$ cat src/corr_pkg.sv
package corr_pkg;

  //////////////////////////////
  // widths

  // channel count, must stay a power of two
  localparam int num_lanes = 8;

  // input lane container, low sample_width bits carry the sample
  localparam int lane_in_width = 8;
  localparam int sample_width = 6;

  // 16 taps of +-32 fit well inside 12 bits
  localparam int acc_width = 12;
  localparam int lane_out_width = 16;

  localparam int lane_idx_width = $clog2(num_lanes);

  // number of taps in the correlator
  localparam int corr_len = 16;

  //////////////////////////////
  // scalar types

  typedef logic [lane_idx_width-1:0] lane_idx_t;
  typedef logic signed [sample_width-1:0] sample_t;
  typedef logic signed [acc_width-1:0] acc_t;
  typedef logic [lane_in_width-1:0] lane_in_t;
  typedef logic signed [lane_out_width-1:0] lane_out_t;

  //////////////////////////////
  // stream payloads

  typedef struct packed {
    lane_in_t [num_lanes-1:0] lanes;
  } corr_frame_t;

  // one sign-extended sum per channel
  typedef struct packed {
    lane_out_t [num_lanes-1:0] lanes;
  } corr_result_t;

  // per-cycle command from the sequencer into the taps
  typedef struct packed {
    logic      step;
    sample_t   sample;
    lane_idx_t rd_addr;
    lane_idx_t wr_addr;
    logic      last;
  } tap_step_t;

  //////////////////////////////
  // weight sequences

  // 1 is +1, 0 is -1; bit j weights the sample j frames back
  localparam logic [corr_len-1:0] corr_table [4] = '{
    16'b1111_1001_1010_1000,
    16'b0001_0011_0101_1111,
    16'b1110_1101_0011_0000,
    16'b1010_0110_1100_1011
  };

endpackage

$ cat src/bit_corr_top.sv
module bit_corr_top #(
  parameter int unsigned corr_sel = 0
) (
  input  logic                   clk,
  input  logic                   reset,
  input  logic                   in_valid,
  output logic                   in_ready,
  input  corr_pkg::corr_frame_t  in_frame,
  output logic                   out_valid,
  input  logic                   out_ready,
  output corr_pkg::corr_result_t out_result
);
  import corr_pkg::*;

  tap_step_t    step;
  corr_result_t bank;
  logic         frame_done;
  logic         stall;

  corr_sequencer i_corr_sequencer (
    .clk      (clk),
    .reset    (reset),
    .in_valid (in_valid),
    .in_ready (in_ready),
    .in_frame (in_frame),
    .stall    (stall),
    .step     (step)
  );

  corr_tap_chain #(
    .corr_sel (corr_sel)
  ) i_corr_tap_chain (
    .clk        (clk),
    .reset      (reset),
    .step       (step),
    .stall      (stall),
    .bank       (bank),
    .frame_done (frame_done)
  );

  corr_result_stage i_corr_result_stage (
    .clk        (clk),
    .reset      (reset),
    .bank       (bank),
    .frame_done (frame_done),
    .stall      (stall),
    .out_valid  (out_valid),
    .out_ready  (out_ready),
    .out_result (out_result)
  );

endmodule

$ cat src/chan_state_ram.sv
module chan_state_ram (
  input  logic                clk,
  input  logic                reset,
  input  logic                we,
  input  corr_pkg::lane_idx_t wr_addr,
  input  corr_pkg::lane_idx_t rd_addr,
  input  corr_pkg::acc_t      wr_data,
  output corr_pkg::acc_t      rd_data
);
  import corr_pkg::*;

  // one partial sum per channel
  acc_t mem [num_lanes];

  // read-first, registered read
  always_ff @(posedge clk) begin
    if (reset) begin
      for (int i = 0; i < num_lanes; i++) begin
        mem[i] <= '0;
      end
      rd_data <= '0;
    end else begin
      rd_data <= mem[rd_addr];
      if (we) begin
        mem[wr_addr] <= wr_data;
      end
    end
  end

endmodule

$ cat src/corr_result_stage.sv
module corr_result_stage (
  input  logic                   clk,
  input  logic                   reset,
  input  corr_pkg::corr_result_t bank,
  input  logic                   frame_done,
  output logic                   stall,
  output logic                   out_valid,
  input  logic                   out_ready,
  output corr_pkg::corr_result_t out_result
);
  import corr_pkg::*;

  logic pending;
  logic load;

  // bank is complete the cycle after frame_done
  assign load = pending & (~out_valid | out_ready);

  // finished bank cannot move, so upstream must not overwrite it
  assign stall = pending & out_valid & ~out_ready;

  //////////////////////////////
  // pending flag

  always_ff @(posedge clk) begin
    if (reset) begin
      pending <= 1'b0;
    end else if (frame_done) begin
      pending <= 1'b1;
    end else if (load) begin
      pending <= 1'b0;
    end
  end

  //////////////////////////////
  // output register

  always_ff @(posedge clk) begin
    if (reset) begin
      out_valid <= 1'b0;
      out_result <= '0;
    end else if (load) begin
      out_valid <= 1'b1;
      out_result <= bank;
    end else if (out_ready) begin
      out_valid <= 1'b0;
    end
  end

  a_out_stable : assert property (@(posedge clk) disable iff (reset)
    (out_valid && !out_ready) |=> (out_valid && $stable(out_result)));

  // the sequencer stall must keep a second frame from finishing
  a_no_overrun : assert property (@(posedge clk) disable iff (reset)
    frame_done |-> !pending);

endmodule

$ cat src/corr_sequencer.sv
module corr_sequencer (
  input  logic                  clk,
  input  logic                  reset,
  input  logic                  in_valid,
  output logic                  in_ready,
  input  corr_pkg::corr_frame_t in_frame,
  input  logic                  stall,
  output corr_pkg::tap_step_t   step
);
  import corr_pkg::*;

  localparam lane_idx_t last_lane = lane_idx_t'(num_lanes - 1);

  corr_frame_t frame_q;
  tap_step_t   step_q;
  lane_idx_t   count;

  logic        accept;
  logic        issue;
  lane_idx_t   next_lane;
  corr_frame_t frame_src;

  //////////////////////////////
  // input handshake

  // step_q.step doubles as the busy flag for the current frame
  assign in_ready = ~step_q.step & ~stall;
  assign accept = in_valid & in_ready;

  // channel 0 comes straight off the bus, the rest from the held frame
  assign issue = accept | (step_q.step & (count != last_lane));
  assign next_lane = accept ? lane_idx_t'(0) : count + lane_idx_t'(1);
  assign frame_src = accept ? in_frame : frame_q;

  always_ff @(posedge clk) begin
    if (accept) begin
      frame_q <= in_frame;
    end
  end

  //////////////////////////////
  // channel counter and addresses

  always_ff @(posedge clk) begin
    if (reset) begin
      step_q <= '0;
      count <= '0;
    end else if (!stall) begin
      step_q.step <= issue;
      step_q.sample <= sample_t'(frame_src.lanes[next_lane][sample_width-1:0]);
      // read one channel ahead, write the one processed last cycle
      step_q.rd_addr <= issue ? next_lane + lane_idx_t'(1) : lane_idx_t'(0);
      step_q.wr_addr <= issue ? next_lane - lane_idx_t'(1) : last_lane;
      // the cycle after the final step writes the last channel
      step_q.last <= step_q.step & (count == last_lane);
      count <= issue ? next_lane : lane_idx_t'(0);
    end
  end

  // frozen step while stalled
  always_comb begin
    step = step_q;
    step.step = step_q.step & ~stall;
    step.last = step_q.last & ~stall;
    // keep the memories re-reading the channel that is still waiting
    if (stall) begin
      step.rd_addr = count;
    end
  end

  // input stays closed up to the last step of an accepted frame
  a_ready_not_mid_frame : assert property (@(posedge clk) disable iff (reset)
    accept |-> ##num_lanes !in_ready);

endmodule

$ cat src/corr_tap_chain.sv
module corr_tap_chain #(
  parameter int unsigned corr_sel = 0
) (
  input  logic                   clk,
  input  logic                   reset,
  input  corr_pkg::tap_step_t    step,
  input  logic                   stall,
  output corr_pkg::corr_result_t bank,
  output logic                   frame_done
);
  import corr_pkg::*;

  localparam logic [corr_len-1:0] weights = corr_table[corr_sel];

  acc_t x_pos;
  acc_t x_neg;
  acc_t tap_in  [corr_len];
  acc_t tap_out [corr_len];
  acc_t sums    [num_lanes];
  logic valid_q;
  logic wr_en;

  assign x_pos = acc_t'(step.sample);
  assign x_neg = -x_pos;

  // tap outputs are written back one cycle after their step
  always_ff @(posedge clk) begin
    if (reset) begin
      valid_q <= 1'b0;
    end else if (!stall) begin
      valid_q <= step.step;
    end
  end

  assign wr_en = valid_q & ~stall;
  assign frame_done = wr_en & step.last;

  //////////////////////////////
  // tap chain

  // first tap starts every channel from zero
  assign tap_in[0] = '0;

  // transposed form: tap n picks up tap n-1's sum from one frame back
  for (genvar n = 1; n < corr_len; n++) begin : g_state
    chan_state_ram i_chan_state_ram (
      .clk     (clk),
      .reset   (reset),
      .we      (wr_en),
      .wr_addr (step.wr_addr),
      .rd_addr (step.rd_addr),
      .wr_data (tap_out[n-1]),
      .rd_data (tap_in[n])
    );
  end

  // tap n sees the newest sample, so it carries weight bit corr_len-1-n
  for (genvar n = 0; n < corr_len; n++) begin : g_tap
    always_ff @(posedge clk) begin
      if (step.step) begin
        tap_out[n] <= tap_in[n] + (weights[corr_len-1-n] ? x_pos : x_neg);
      end
    end
  end

  //////////////////////////////
  // output bank

  always_ff @(posedge clk) begin
    if (reset) begin
      for (int k = 0; k < num_lanes; k++) begin
        sums[k] <= '0;
      end
    end else if (wr_en) begin
      sums[step.wr_addr] <= tap_out[corr_len-1];
    end
  end

  // sign extension to the output lane width
  for (genvar k = 0; k < num_lanes; k++) begin : g_bank
    assign bank.lanes[k] = lane_out_t'(sums[k]);
  end

  a_done_on_last_lane : assert property (@(posedge clk) disable iff (reset)
    frame_done |-> (wr_en && step.wr_addr == lane_idx_t'(num_lanes - 1)));

endmodule

$ cat config.mk
export PLATFORM = sky130hd
export DESIGN_NAME = bit_corr_top
export DESIGN_NICKNAME = d
export VERILOG_FILES = /design/src/corr_pkg.sv /design/src/bit_corr_top.sv /design/src/chan_state_ram.sv /design/src/corr_result_stage.sv /design/src/corr_sequencer.sv /design/src/corr_tap_chain.sv
export SDC_FILE = /design/constraint.sdc
export NUM_CORES = 2
export LEC_CHECK = 0
export BUFFER_PORTS_ARGS = -buffer_cell sky130_fd_sc_hd__buf_2
export CORE_MARGIN = 2
export CORE_UTILIZATION = 67
export CTS_CLUSTER_SIZE = 20
export DETAILED_ROUTE_END_ITERATION = 6
export PLACE_DENSITY = 0.95
export SLEW_MARGIN = 10
export SYNTH_ARGS = -nofsm -noshare
export SYNTH_HDL_FRONTEND = slang
export SYNTH_SLANG_ARGS = --single-unit
export TNS_END_PERCENT = 10
$ cat constraint.sdc
create_clock -name clk -period 15.4 [get_ports clk]
set_clock_uncertainty 0.05 [all_clocks]
set_input_delay 1.54 -clock clk [delete_from_list [all_inputs] [get_ports clk]]
set_output_delay 1.54 -clock clk [all_outputs]
set_load 0.01 [all_outputs]
# Word-level counts from Yosys, hierarchy flattened

Memories as Yosys holds them, arrays and structs flattened. A register that Yosys moved wholly into a read port is not among the register bits.
Cells that the tools add are included.

Bits in registers: 84
RAM bits: 1728
Input bits: 68
Output and inout port bits: 130
Word-level logic and storage cells: 158
Memories: 17

Add/subtract/negate cells: 19
$lt $le $gt $ge: 1
Equality and inequality tests: 2
Mux-type cells: 67
Bitwise gates (word level): 17
Reduce and logical (&&, ||, !) cells: 18

Memories:

| memory                                            | depth | bits a word | rd ports | clocked after memory_dff | wr ports | RTL line             | RTL |
|---|---|---|---|---|---|---|---|
| i_corr_tap_chain.tap_out                          | 16    | 12          | 16       | 0                        | 16       | corr_tap_chain.sv:18 | `acc_t tap_out [corr_len];` |
| i_corr_tap_chain.g_state[10].i_chan_state_ram.mem | 8     | 12          | 1        | 1                        | 8        | chan_state_ram.sv:13 | `acc_t mem [num_lanes];` |
| i_corr_tap_chain.g_state[11].i_chan_state_ram.mem | 8     | 12          | 1        | 1                        | 8        | chan_state_ram.sv:13 |  |
| i_corr_tap_chain.g_state[12].i_chan_state_ram.mem | 8     | 12          | 1        | 1                        | 8        | chan_state_ram.sv:13 |  |
| i_corr_tap_chain.g_state[13].i_chan_state_ram.mem | 8     | 12          | 1        | 1                        | 8        | chan_state_ram.sv:13 |  |
| i_corr_tap_chain.g_state[14].i_chan_state_ram.mem | 8     | 12          | 1        | 1                        | 8        | chan_state_ram.sv:13 |  |
| 11 more memories                                  | -     | -           | -        | -                        | -        | -                    |  |

Operators with widths:

| operator              | number |
|---|---|
| $mux W12              | 16 |
| $reduce_or A12 Y1     | 16 |
| $add A12 B6 Y12       | 8 |
| $add A12 B12 Y12      | 7 |
| $mux W64              | 1 |
| $mux W3               | 21 |
| $mux W1               | 27 |
| $bmux W8 S3           | 1 |
| $neg A6 Y12           | 1 |
| $and A1 B1 Y1         | 11 |
| $add A3 B1 Y3 const B | 2 |
| $mux W6               | 1 |
| $lt A3 B4 Y1 const B  | 1 |
| $not A1 Y1            | 4 |
| $reduce_bool A2 Y1    | 2 |
| $eq A3 B3 Y1 const B  | 1 |
| $ne A3 B3 Y1 const B  | 1 |
| $sub A3 B1 Y3 const B | 1 |
| $or A1 B1 Y1          | 2 |

# Depth between registers and ports, before layout

Word-level depth: 9
Mapped depth: 11
Gate-level depth less buffers: 11

# By module

A second synthesis with hierarchy kept.

Cell total of the unflattened synthesis: 6573
Area total of the unflattened synthesis: 95709.3 um2

Modules (own cells, without submodules):

| module            | instances | cells each | area an instance (um2) | sequential area each (um2) |
|---|---|---|---|---|
| chan_state_ram    | 15        | 290        | 4664.5                 | 3123.0 |
| corr_tap_chain    | 1         | 1402       | 16928.7                | 8488.1 |
| corr_result_stage | 1         | 563        | 5916.9                 | 2602.5 |
| corr_sequencer    | 1         | 258        | 2896.5                 | 1301.2 |

# Least setup slack after synthesis

OpenSTA, ideal clock, no wires.

Kind: input -> register
Start: in out_ready
End: mem i_corr_tap_chain.tap_out[0][0] (netlist name), enable pin
Setup time: 538 ps
Data arrival time: 5666 ps
Required time: 14812 ps
Setup slack: 9146 ps
Cell stages on the path: 4
Buffers on the path: 1
Cells stage by stage: nand3b_1 > clkbuf_1 > nand2_1 > inv_1

RTL lines:

| item               | RTL line             | RTL |
|---|---|---|
| start: declaration | bit_corr_top.sv:10   | `input logic out_ready,` |
| end: declaration   | corr_tap_chain.sv:18 |  |

==> flow_metrics.env <==
export IMPL_status="complete, but fails checks"
export IMPL_violations="design-rule violations"
export IMPL_cts_buffers=181
export IMPL_tns_ns=0
export IMPL_maxSlewHeadroom=0.0884
export IMPL_gr_total_overflow=0
export IMPL_htreeDepth=4
export IMPL_yosys_top_cells_area="edfxtp_1 (58%), and2_1 (11%), mux4_2 (9.2%)"
export IMPL_max_freq_mhz=162
export IMPL_synth_edf_count=1674
export IMPL_switching_power_mw=3.16
export IMPL_synth_seq_area_share=0.656
export IMPL_cts_resized=0
export IMPL_place_hpwl_um=115000
export IMPL_power_frac_comb=0.112
export IMPL_final_cell_mix="edfxtp_1 (1,674), and2_1 (1,488), nand2_1 (366)"
export IMPL_tightest_slew_ns=1.36
export IMPL_clkPwrFrac=0.367
export IMPL_final_common_cell="edfxtp_1"
export IMPL_drc_errors=2
export IMPL_drt_iter0_drc=9255
export IMPL_hold_path_class="reg -> reg"
export IMPL_async_flop_share=0
export IMPL_fill_cells=6245
export IMPL_cts_tree="yes"
export IMPL_grt_pass1_vias=57945
export IMPL_clock_sinks=2012
export IMPL_finalSetupViolCount=0
export IMPL_synthDominantCellAreaShare=0.578
export IMPL_sw_frac_of_total=0.254
export IMPL_avgSynthCellArea_um2=14.9
export IMPL_synth_cell_types=62
export IMPL_yosys_warnings=0
export IMPL_postRouteAntennaNets=0
export IMPL_cap_violations=0
export IMPL_multi_input_area_um2=28200
export IMPL_dieArea_um2=133000
export IMPL_vias=55414
export IMPL_die_height_um=364
export IMPL_fin_ws_ns=9.23
export IMPL_core_area_um2=129000
export IMPL_grt_antenna_before_repair=8
export IMPL_power_density_nw_per_um2=131
export IMPL_post_cts_buffers=0
export IMPL_dieWidth_um=364
export IMPL_rsz0062_at_grt="no"
export IMPL_drive_above_1_share=0.150
export IMPL_pre_cts_ws_ns=8.73
export IMPL_crit_path_end_kind="register"
export IMPL_power_frac_seq=0.521
export IMPL_p_leak_nw=36.2
export IMPL_clock_root_buffer="clkbuf_16"
export IMPL_path_class="in -> reg"
export IMPL_nNetsFinal=6176
export IMPL_syn_area_um2=87000
export IMPL_cp_required_ns=15.78
export IMPL_period_minus_slack_ns=6.17
export IMPL_crit_fanout=59
export IMPL_synthesis_nets=6098
export IMPL_synth_main_ff_cell="edfxtp_1"
export IMPL_syn_to_final_growth_pct=9.39
export IMPL_port_buffers=181
export IMPL_clkLatencyLatePin_ns=0.83
export IMPL_path_clk_slew_ns=0.06
export IMPL_syn_instance_count=5836
export IMPL_vias_per_cell=7.09
export IMPL_grt_pass1_wl_um=360000
export IMPL_gp_congestion=0.827
export IMPL_synth_seq_cells=2012
export IMPL_p_int_mw=9.28
export IMPL_regArea_um2=57000
export IMPL_rows=132
export IMPL_max_vdd_ir_drop_mv=0.134
export IMPL_io_pin_count=198
export IMPL_finalCritPeriodShare=0.401
export IMPL_postCtsHoldBufs=0
export IMPL_cp_data_arrival_time_ns=6.55
export IMPL_cts_path_max_buffers=3
export IMPL_drt_total_wl_um=245000
export IMPL_netlist_top_cell_by_area="edfxtp_1"
export IMPL_drv_slew=0
export IMPL_grt_max_degree=188
export IMPL_hold_viol_final=0
export IMPL_start_util=0.673
export IMPL_track_usage=0.369
export IMPL_wl_per_cell_um=31.4
export IMPL_finalPower_mw=12.4
export IMPL_first_pass_iters=7
export IMPL_startpoint_type="primary input"
state kept, by name, summed over array words and instances (netlist names):
signal	count
i_corr_tap_chain.g_state.i_chan_state_ram.mem	1392
i_corr_tap_chain.tap_out	186
i_corr_tap_chain.g_state.i_chan_state_ram.rd_data	174
i_corr_tap_chain.sums	96
out_result	96
i_corr_sequencer.frame_q	48
i_corr_sequencer.step	9
i_corr_sequencer.step_q	5
i_corr_sequencer.count	3
i_corr_result_stage.out_valid	1
i_corr_result_stage.pending	1
i_corr_tap_chain.valid_q	1
Yosys cell counts, types with 5 or more instances:
| library cell | n |
|---|---|
| fa_1 | 15 |
| a211oi_1 | 15 |
| o41a_1 | 6 |
| edfxtp_1 | 1674 |
| mux2i_1 | 12 |
| nor3_1 | 16 |
| or2_2 | 8 |
| o31ai_1 | 12 |
| a31o_2 | 5 |
| buf_1 | 10 |
| o221a_2 | 6 |
| mux4_2 | 354 |
| xor2_1 | 45 |
| dfxtp_1 | 338 |
| and2_1 | 1489 |
| a21o_1 | 30 |
| nor3b_1 | 10 |
| o22ai_1 | 7 |
| nor4b_1 | 7 |
| buf_4 | 36 |
| buf_2 | 81 |
| nor2_1 | 83 |
| nand2b_1 | 32 |
| a22oi_1 | 5 |
| xnor2_1 | 109 |
| ha_1 | 179 |
| o21a_1 | 11 |
| a22o_1 | 174 |
| a2111oi_0 | 6 |
| nor2b_1 | 26 |
| clkbuf_2 | 40 |
| nand3b_1 | 6 |
| a31oi_1 | 18 |
| nor4_1 | 5 |
| o21bai_1 | 22 |
| nand2_1 | 367 |
| nand4_1 | 8 |
| clkbuf_1 | 195 |
| o21ai_0 | 83 |
| nand3_1 | 10 |
| a21oi_1 | 190 |
| inv_1 | 59 |
power groups by stage:
stage          sequential (mW)  clock (mW)  combinational, mW
6_report                  6.48        4.57               1.39
5_1_grt                   6.50        4.73               1.43
3_5_place_dp              6.56           0               1.26
3_3_place_gp              6.52           0               1.19
4_1_cts                   6.47        4.54               1.33
2_1_floorplan             6.48           0              0.853
per-stage QoR:
stage	hold WS [ns]	cells	area, um^2	util
finish	0.393	7820	95100	0.737
global route	0.410	7815	95100	0.737
CTS	0.394	7815	95100	0.737
detailed placement	0.383	7473	89200	0.691
global placement	0.379	7473	89200	0.691
floorplan	0.367	5836	87000	-
layer usage:
metal | share of wire | GRT usage | up-vias
li1 | - | - | 21473
met1 | 0.30 | 0.441 | 26621
met2 | 0.47 | 0.588 | 5791
met3 | 0.15 | 0.110 | 1521
met4 | 0.075 | 0.242 | 8
met5 | 0.00025 | 0 | -
kinds of logic after synthesis:
kind of cell | share of synthesized area
adders and majority gates | 0.0292
muxes | 0.0932
xor gates and xnor gates | 0.0155
AOI/OAI and AO/OA | 0.0473
buffers and inverters | 0.0216
and+or+nand+nor | 0.137
DFF | 0.656
area by class of cell:
| type | instances | area share |
|---|---|---|
| Antenna cell | 5 | 0.000132 |
| Clock buffer | 266 | 0.0555 |
| Clock inverter | 76 | 0.00675 |
| Inverter | 59 | 0.00241 |
| Multi-Input combinational cell | 3402 | 0.296 |
| Sequential cell | 2012 | 0.599 |
| Tap cell | 1742 | 0.0229 |
| Timing Repair Buffer | 258 | 0.0165 |
worst max-delay path, stage by stage:
cell and delay [ns]:
buf_2 0.11, nand3b_1 0.47, nand4b_1 0.56, nor2_4 0.24
buf_4 0.66, or2_4 0.91, buf_4 0.94, buf_4 0.97
final timing paths:
kind | cells past startpoint | from | to | slack (ns)
worst max-delay path | 8 | out_ready | register | 9.23
worst min-delay path | 2 | i_corr_sequencer.frame_q[59]$_DFF_P_ | i_corr_sequencer.frame_q[59]$_DFF_P_ | 0.39
worst min register to register | 2 | i_corr_sequencer.frame_q[59]$_DFF_P_ | i_corr_sequencer.frame_q[59]$_DFF_P_ | 0.39
worst max register to register | 10 | i_corr_sequencer.step[8]$_SDFFE_PP0N_ | i_corr_tap_chain.tap_out[0][83]$_DFFE_PP_ | 9.62
Power figures use the tool's default switching activity.
